**config.mk**
```make
export PLATFORM = sky130hd
export DESIGN_NAME = FreeListTop
export DESIGN_NICKNAME = d
export VERILOG_FILES = /design/src/design/FreeListPkg.sv /design/src/design/FreeListTop.sv /design/src/design/RenameAllocator.sv /design/src/design/MultiWidthFreeList.sv /design/src/design/RegisterMultiPortRam.sv /design/src/design/MultiWidthQueuePointer.sv
export SDC_FILE = /design/constraint.sdc
export NUM_CORES = 1
export LEC_CHECK = 0
export BUFFER_PORTS_ARGS = -buffer_cell sky130_fd_sc_hd__buf_4
export CORE_MARGIN = 2
export CORE_UTILIZATION = 40
export CTS_CLUSTER_SIZE = 20
export DETAILED_ROUTE_END_ITERATION = 10
export HOLD_SLACK_MARGIN = 0.06
export PLACE_DENSITY = 0.56
export SKIP_LAST_GASP = 1
export SYNTH_ARGS = -nofsm -noshare
export SYNTH_HDL_FRONTEND = slang
export SYNTH_SLANG_ARGS = --single-unit
```
**constraint.sdc**
```tcl
create_clock -name clk -period 4.7 [get_ports clk]
set_clock_uncertainty 0.1 [all_clocks]
set_input_delay 0.47 -clock clk [delete_from_list [all_inputs] [get_ports clk]]
set_output_delay 0.47 -clock clk [all_outputs]
set_load 0.03 [all_outputs]
```
**src/design/FreeListPkg.sv**
```systemverilog
// ######################################
// Free list shared definitions
// Widths, tag types and the request and
// response groups of the rename stage
// ######################################

package FreeListPkg;

    localparam int FreeListSize = 16;
    localparam int TagBits = 4;
    localparam int PushWidth = 2;
    localparam int PopWidth = 2;

    typedef logic [TagBits-1:0] Tag;
    typedef logic [$clog2(FreeListSize)-1:0] Index;
    // One extra bit so a full list can report 16
    typedef logic [$clog2(FreeListSize):0] Count;
    typedef logic [1:0] LaneCount;

    typedef struct packed {
        logic [PopWidth-1:0] valid;
    } AllocReq;

    typedef struct packed {
        logic [PopWidth-1:0] granted;
        Tag [PopWidth-1:0] tags;
    } AllocResp;

    typedef struct packed {
        logic [PushWidth-1:0] valid;
        Tag [PushWidth-1:0] tags;
    } ReleaseReq;

    // Circular index step, wraps at the end of the array
    function automatic Index wrapAdd(Index base, LaneCount offset);
        Count sum;
        sum = Count'(base) + Count'(offset);
        if (sum >= Count'(FreeListSize)) begin
            sum = sum - Count'(FreeListSize);
        end
        return Index'(sum);
    endfunction

endpackage
```
**src/design/FreeListTop.sv**
```systemverilog
// ######################################
// Free list top level
// Allocator in front of the free list
// ######################################

`timescale 1ns/1ps

module FreeListTop (
    input  logic                   clk,
    input  logic                   rst,
    input  FreeListPkg::AllocReq   allocReq,
    input  FreeListPkg::ReleaseReq releaseReq,
    output FreeListPkg::AllocResp  allocResp,
    output logic                   stall,
    output FreeListPkg::Count      count,
    output logic                   ready
);

    logic [FreeListPkg::PopWidth-1:0] pop;
    FreeListPkg::Tag [FreeListPkg::PopWidth-1:0] poppedTags;

    RenameAllocator allocator (
        .allocReq(allocReq),
        .count(count),
        .ready(ready),
        .poppedTags(poppedTags),
        .pop(pop),
        .allocResp(allocResp),
        .stall(stall)
    );

    // Commit releases feed the push lanes directly
    MultiWidthFreeList freeList (
        .clk(clk),
        .rst(rst),
        .push(releaseReq.valid),
        .pushedTags(releaseReq.tags),
        .pop(pop),
        .count(count),
        .poppedTags(poppedTags),
        .ready(ready)
    );

endmodule

```
**src/design/RenameAllocator.sv**
```systemverilog
// ######################################
// Rename group allocator
// Grants a whole group of tags or stalls
// ######################################

`timescale 1ns/1ps

module RenameAllocator (
    input  FreeListPkg::AllocReq                        allocReq,
    input  FreeListPkg::Count                           count,
    input  logic                                        ready,
    input  FreeListPkg::Tag [FreeListPkg::PopWidth-1:0] poppedTags,
    output logic [FreeListPkg::PopWidth-1:0]            pop,
    output FreeListPkg::AllocResp                       allocResp,
    output logic                                        stall
);

    FreeListPkg::LaneCount reqCount;

    always_comb begin
        reqCount = '0;
        for (int i = 0; i < FreeListPkg::PopWidth; i++) begin
            if (allocReq.valid[i]) begin
                reqCount = reqCount + 1'b1;
            end
        end

        // All or nothing, a partial group is never granted
        stall = !ready || (FreeListPkg::Count'(reqCount) > count);
        pop = stall ? '0 : allocReq.valid;

        allocResp.granted = pop;
        // Tags already compacted by the free list
        allocResp.tags = poppedTags;
    end

endmodule

```
**src/design/MultiWidthFreeList.sv**
```systemverilog
// ######################################
// Multi-width physical register free list
// Circular queue of tags with compacted
// push and pop lanes and a reset walker
// ######################################

`timescale 1ns/1ps

module MultiWidthFreeList (
    input  logic                                          clk,
    input  logic                                          rst,
    input  logic [FreeListPkg::PushWidth-1:0]             push,
    input  FreeListPkg::Tag [FreeListPkg::PushWidth-1:0]  pushedTags,
    input  logic [FreeListPkg::PopWidth-1:0]              pop,
    output FreeListPkg::Count                             count,
    output FreeListPkg::Tag [FreeListPkg::PopWidth-1:0]   poppedTags,
    output logic                                          ready
);

    FreeListPkg::Index headPtr;
    FreeListPkg::Index tailPtr;
    FreeListPkg::LaneCount pushCount;
    FreeListPkg::LaneCount popCount;

    logic [FreeListPkg::PushWidth-1:0] we;
    FreeListPkg::Index [FreeListPkg::PushWidth-1:0] wa;
    FreeListPkg::Tag [FreeListPkg::PushWidth-1:0] wv;
    FreeListPkg::Index [FreeListPkg::PopWidth-1:0] ra;
    FreeListPkg::Tag [FreeListPkg::PopWidth-1:0] rv;

    logic rstQ;
    logic rstStart;
    FreeListPkg::Count rstIndex;
    FreeListPkg::Count walkIndex;
    FreeListPkg::Count walkAddr;

    MultiWidthQueuePointer queuePointer (
        .clk(clk),
        .rst(rst),
        .pushCount(pushCount),
        .popCount(popCount),
        .headPtr(headPtr),
        .tailPtr(tailPtr),
        .count(count)
    );

    RegisterMultiPortRam freeListRam (
        .clk(clk),
        .we(we),
        .wa(wa),
        .wv(wv),
        .ra(ra),
        .rv(rv)
    );

    // First cycle of reset starts the walker from entry 0
    assign rstStart = rst && !rstQ;
    assign walkIndex = rstStart ? '0 : rstIndex;
    assign ready = !rstQ;

    always_ff @(posedge clk) begin
        rstQ <= rst;
        if (rst && walkIndex < FreeListPkg::Count'(FreeListPkg::FreeListSize)) begin
            rstIndex <= walkIndex + FreeListPkg::Count'(FreeListPkg::PushWidth);
        end else if (!rst) begin
            rstIndex <= '0;
        end
    end

    always_comb begin
        walkAddr = '0;

        // Valid releases go to consecutive tail entries
        pushCount = '0;
        for (int i = 0; i < FreeListPkg::PushWidth; i++) begin
            wa[i] = FreeListPkg::wrapAdd(tailPtr, pushCount);
            wv[i] = pushedTags[i];
            we[i] = push[i];
            if (push[i]) begin
                pushCount = pushCount + 1'b1;
            end
        end

        // Head and head plus one are always read
        for (int i = 0; i < FreeListPkg::PopWidth; i++) begin
            ra[i] = FreeListPkg::wrapAdd(headPtr, FreeListPkg::LaneCount'(i));
        end

        // Lane k takes the read past the granted lanes below it
        popCount = '0;
        for (int i = 0; i < FreeListPkg::PopWidth; i++) begin
            poppedTags[i] = rv[popCount[0]];
            if (pop[i]) begin
                popCount = popCount + 1'b1;
            end
        end

        if (rst) begin
            for (int i = 0; i < FreeListPkg::PushWidth; i++) begin
                walkAddr = walkIndex + FreeListPkg::Count'(i);
                wa[i] = FreeListPkg::Index'(walkAddr);
                wv[i] = FreeListPkg::Tag'(walkAddr);
                // cut off writes past the last entry
                we[i] = walkAddr < FreeListPkg::Count'(FreeListPkg::FreeListSize);
            end
        end
    end

    // Commit never returns more tags than are outstanding
    assert property (@(posedge clk) disable iff (rst)
        int'(count) + int'(pushCount) <= FreeListPkg::FreeListSize)
        else $error("release of %0d overfills list at count %0d", pushCount, count);

endmodule

```
**src/design/RegisterMultiPortRam.sv**
```systemverilog
// ######################################
// Register-based multi-port RAM
// Two synchronous writes and two
// combinational reads per cycle
// ######################################

`timescale 1ns/1ps

module RegisterMultiPortRam (
    input  logic                                         clk,
    input  logic [FreeListPkg::PushWidth-1:0]            we,
    input  FreeListPkg::Index [FreeListPkg::PushWidth-1:0] wa,
    input  FreeListPkg::Tag [FreeListPkg::PushWidth-1:0]   wv,
    input  FreeListPkg::Index [FreeListPkg::PopWidth-1:0]  ra,
    output FreeListPkg::Tag [FreeListPkg::PopWidth-1:0]    rv
);

    FreeListPkg::Tag mem [FreeListPkg::FreeListSize];

    always_ff @(posedge clk) begin
        for (int i = 0; i < FreeListPkg::PushWidth; i++) begin
            if (we[i]) begin
                mem[wa[i]] <= wv[i];
            end
        end
    end

    always_comb begin
        for (int i = 0; i < FreeListPkg::PopWidth; i++) begin
            rv[i] = mem[ra[i]];
        end
    end

    // Compacted lanes always land on distinct entries
    assert property (@(posedge clk) !(we[0] && we[1] && wa[0] == wa[1]))
        else $error("write ports collide at entry %0d", wa[0]);

endmodule

```
**src/design/MultiWidthQueuePointer.sv**
```systemverilog
// ######################################
// Multi-width queue pointer
// Head, tail and occupancy that move by a
// variable number of entries per cycle
// ######################################

`timescale 1ns/1ps

module MultiWidthQueuePointer (
    input  logic                  clk,
    input  logic                  rst,
    input  FreeListPkg::LaneCount pushCount,
    input  FreeListPkg::LaneCount popCount,
    output FreeListPkg::Index     headPtr,
    output FreeListPkg::Index     tailPtr,
    output FreeListPkg::Count     count
);

    FreeListPkg::Index headNext;
    FreeListPkg::Index tailNext;
    FreeListPkg::Count countNext;

    always_comb begin
        headNext = FreeListPkg::wrapAdd(headPtr, popCount);
        tailNext = FreeListPkg::wrapAdd(tailPtr, pushCount);
        // Pops and pushes of the same cycle both apply
        countNext = count + FreeListPkg::Count'(pushCount)
                  - FreeListPkg::Count'(popCount);
    end

    always_ff @(posedge clk) begin
        if (rst) begin
            // List starts full, so tail sits on head
            headPtr <= '0;
            tailPtr <= '0;
            count <= FreeListPkg::Count'(FreeListPkg::FreeListSize);
        end else begin
            headPtr <= headNext;
            tailPtr <= tailNext;
            count <= countNext;
        end
    end

    // The allocator must have checked the group against count
    assert property (@(posedge clk) disable iff (rst)
        FreeListPkg::Count'(popCount) <= count)
        else $error("pop of %0d with only %0d free", popCount, count);

    // Returned tags never overfill the list
    assert property (@(posedge clk) disable iff (rst)
        ##1 count <= FreeListPkg::Count'(FreeListPkg::FreeListSize))
        else $error("count %0d above list size", count);

endmodule

```
==> reports/metrics.yaml <==
post-route-min-period_ps: 3780
hold_ws_ps: 508
grt_pass1_wl_um: 23700
r2r-start: "freeList.queuePointer.count[1]$_SDFF_PP0_"
dp_cells: 646
synth-edff-count: 69
worstPathRequired_ps: 4130
min_to: "freeList.queuePointer.tailPtr[3]$_SDFF_PP0_"
hold_viol: 0
cap_violations: 0
die_width_um: 124
dp_hpwl_um: 11000
drive_gt1_share_pct: 22.4
via_count: 3936
area_delta_synth_final_pct: 11.7
numClockSinks: 83
numCtsBuffers: 9
ir_drop_v: 0.000168
holdCritStartpoint: "freeList.queuePointer.tailPtr[3]$_SDFF_PP0_"
hp-class: "flip-flop to flip-flop"
maxSlewHeadroom_pct: 21.7
wl_per_cell_um: 22.2
io_buffers: 30
ff2ff_path_depth: 14
cts-resized-gates: 0
die_h_um: 124
place_congestion: 0.845
setup_tns_ps: 0
grt_pass1_vias: 4033
track_usage_pct: 19.8
postRouteAntennaNets: 0
cts_hold_buf: 0
postSynthAreaPerCell_um2: 12.7
cp_data_arrival_time_ps: 3210
end_kind: "primary output"
holdPathStages: 2
synth_top_area_share_pct: 35.8
final_util_pct: 46.3
tightest_slew_ps: 1150
p_leak_nw: 2.31
rsz0062_at_grt: "false"
grt_max_degree: 38
cp_max_fo: 15
synth.distinct_cells: 65
placed_area_mm2: 0.00616
setup.worst_path.class: "flip-flop to primary output"
setup_viol: 0
dieArea_mm2: 0.0155
fmax_mhz: 265
clock_latency_ps: 340
async_flop_share_pct: 0
netlist_area_mm2: 0.00579
postLayoutCellArea_mm2: 0.00647
drtIter0Drc: 383
clk_path_buf_depth: 2
rrSetupSlack_ps: 1340
yosys-top-cells-area: "edfxtp_1 36%, mux2i_1 11%, mux4_2 9.7%"
design_power_total_mw: 2.69
synth_seq_cells: 83
nets: 516
maxSlewViolCount: 0
cp-start-kind: "flip-flop"
ys.flop_type: "edfxtp_1"
post_cts_buffers: 0
syn_inst: 458
globalRoute.totalOverflow: 0
yosys.area.top_type: "edfxtp_1"
setup_ws_ps: 925
core_area_mm2: 0.0140
start_util_pct: 41.4
fillers: 1275
syn-num-nets: 497
stdcell_count: 662
fp-row-count: 43
boundaryPins: 31
root_buffer: "clkbuf_16"
htreeDepth: 3
pre_cts_ws_ps: 948
p_per_area_mw_per_mm2: 416
drc: 0
yosysSeqAreaShare_pct: 40.6
cts.reportedPaths.clkPinSlew_ps: 60
routed_via_density: 5.95
yosys_warnings: 0
dr.pass1.iters: 5
drt_wl_total_um: 14700
outcome: "complete, no violations"
antenna_found_initial: 0
timing.rr.end: "freeList.queuePointer.count[4]$_SDFF_PP1_"
diodes: 0
finalCritPeriodShare_pct: 80.3
cts_tree: "done"
cell families (layout without fill, tap and decap cells):
group	Yosys count	count (layout)	synth area share, %
AND/OR/NAND/NOR	99	99	11.6
multiplexers	98	98	24.3
flip-flops	83	83	40.6
adder cells (fa/ha/maj)	25	25	5.92
AO/OA/AOI/OAI	91	91	11.7
buffers and inverters	53	77	4.43
XOR/XNOR	9	9	1.49
where the power goes:
group          leakage [nW]  switching (mW)  internal, mW
registers             0.766          0.0468         0.867
logic                  1.39           0.572         0.469
clock network         0.154           0.285         0.449
total                  2.31           0.904          1.79
how the worst max path moves through the flow:
stage	start	endpoint	slack (ps)	depth (start not counted)
6_report	freeList.queuePointer.headPtr[1]$_SDFF_PP0_	allocResp[7]	920	8
5_1_grt	freeList.queuePointer.headPtr[1]$_SDFF_PP0_	allocResp[7]	700	8
4_1_cts	freeList.queuePointer.headPtr[1]$_SDFF_PP0_	allocResp[7]	820	8
3_5_place_dp	allocReq[0]	freeList.queuePointer.count[4]$_SDFF_PP1_	950	15
3_3_place_gp	allocReq[0]	freeList.queuePointer.count[4]$_SDFF_PP1_	1040	15
2_1_floorplan	freeList.queuePointer.count[1]$_SDFF_PP0_	freeList.queuePointer.count[4]$_SDFF_PP1_	910	14
layout make-up:
type                    instances  area [um2]  area share (%)
clock buffers                  16         313            4.83
well taps                     180         225            3.48
inverters                      22        82.6            1.28
multi-input cells             322        3200            49.5
flip-flops and latches         83        2350            36.4
repair buffers                 39         293            4.52
cells in the final DEF (no fill, tap or decap), types with 3 or more instances in the layout:
master,count
edfxtp_1,69
mux2i_1,64
buf_4,39
mux4_2,25
inv_1,21
ha_1,21
nor2_1,20
nand2_1,17
nor2b_1,15
o21bai_1,14
dfxtp_1,13
a21oi_1,12
a21boi_0,10
clkbuf_16,10
nand3_1,9
nor3_4,8
a22oi_1,7
mux4_1,7
o21ai_0,7
a31oi_1,6
and2_1,5
xnor2_1,5
and3_1,5
nor4_4,4
fa_1,4
clkbuf_8,4
a21o_1,3
a32oi_1,3
a2111oi_0,3
o21ai_2,3
xor2_1,3
critical path, stage by stage, from the launching register on:
cell       delay (ps)
dfxtp_1           300
buf_4             190
ha_1              480
buf_4             300
mux4_1            610
a21boi_0          150
a2111oi_0         450
a31oi_1           170
buf_4             200
cells in the mapped netlist, types with 8 or more instances:
cell type,instances
a21boi_0,10
buf_2,15
ha_1,21
dfxtp_1,14
clkbuf_1,9
edfxtp_1,69
nand3_1,9
nor2b_1,15
nor3_4,8
o21bai_1,14
nor2_1,20
nand2_1,17
a21oi_1,13
mux4_2,25
inv_1,21
mux2i_1,66
per-layer routing:
| layer | global-route usage (%) | vias up | part of all wire (%) |
|---|---|---|---|
| li1 | - | 1812 | - |
| met1 | 28.1 | 1995 | 46 |
| met2 | 31.3 | 108 | 48 |
| met3 | 3.44 | 21 | 4.8 |
| met5 | 0 | - | 0 |
| met4 | 5.49 | 0 | 1.3 |
sequential cells by signal, summed over array words and instances, names as in the netlist:
name / cells
freeList.freeListRam.mem: 64
freeList.queuePointer.count: 5
freeList.queuePointer.headPtr: 4
freeList.queuePointer.tailPtr: 4
freeList.rstIndex: 5
freeList.rstQ: 1
Note: power is estimated with default switching activity, not from simulation.
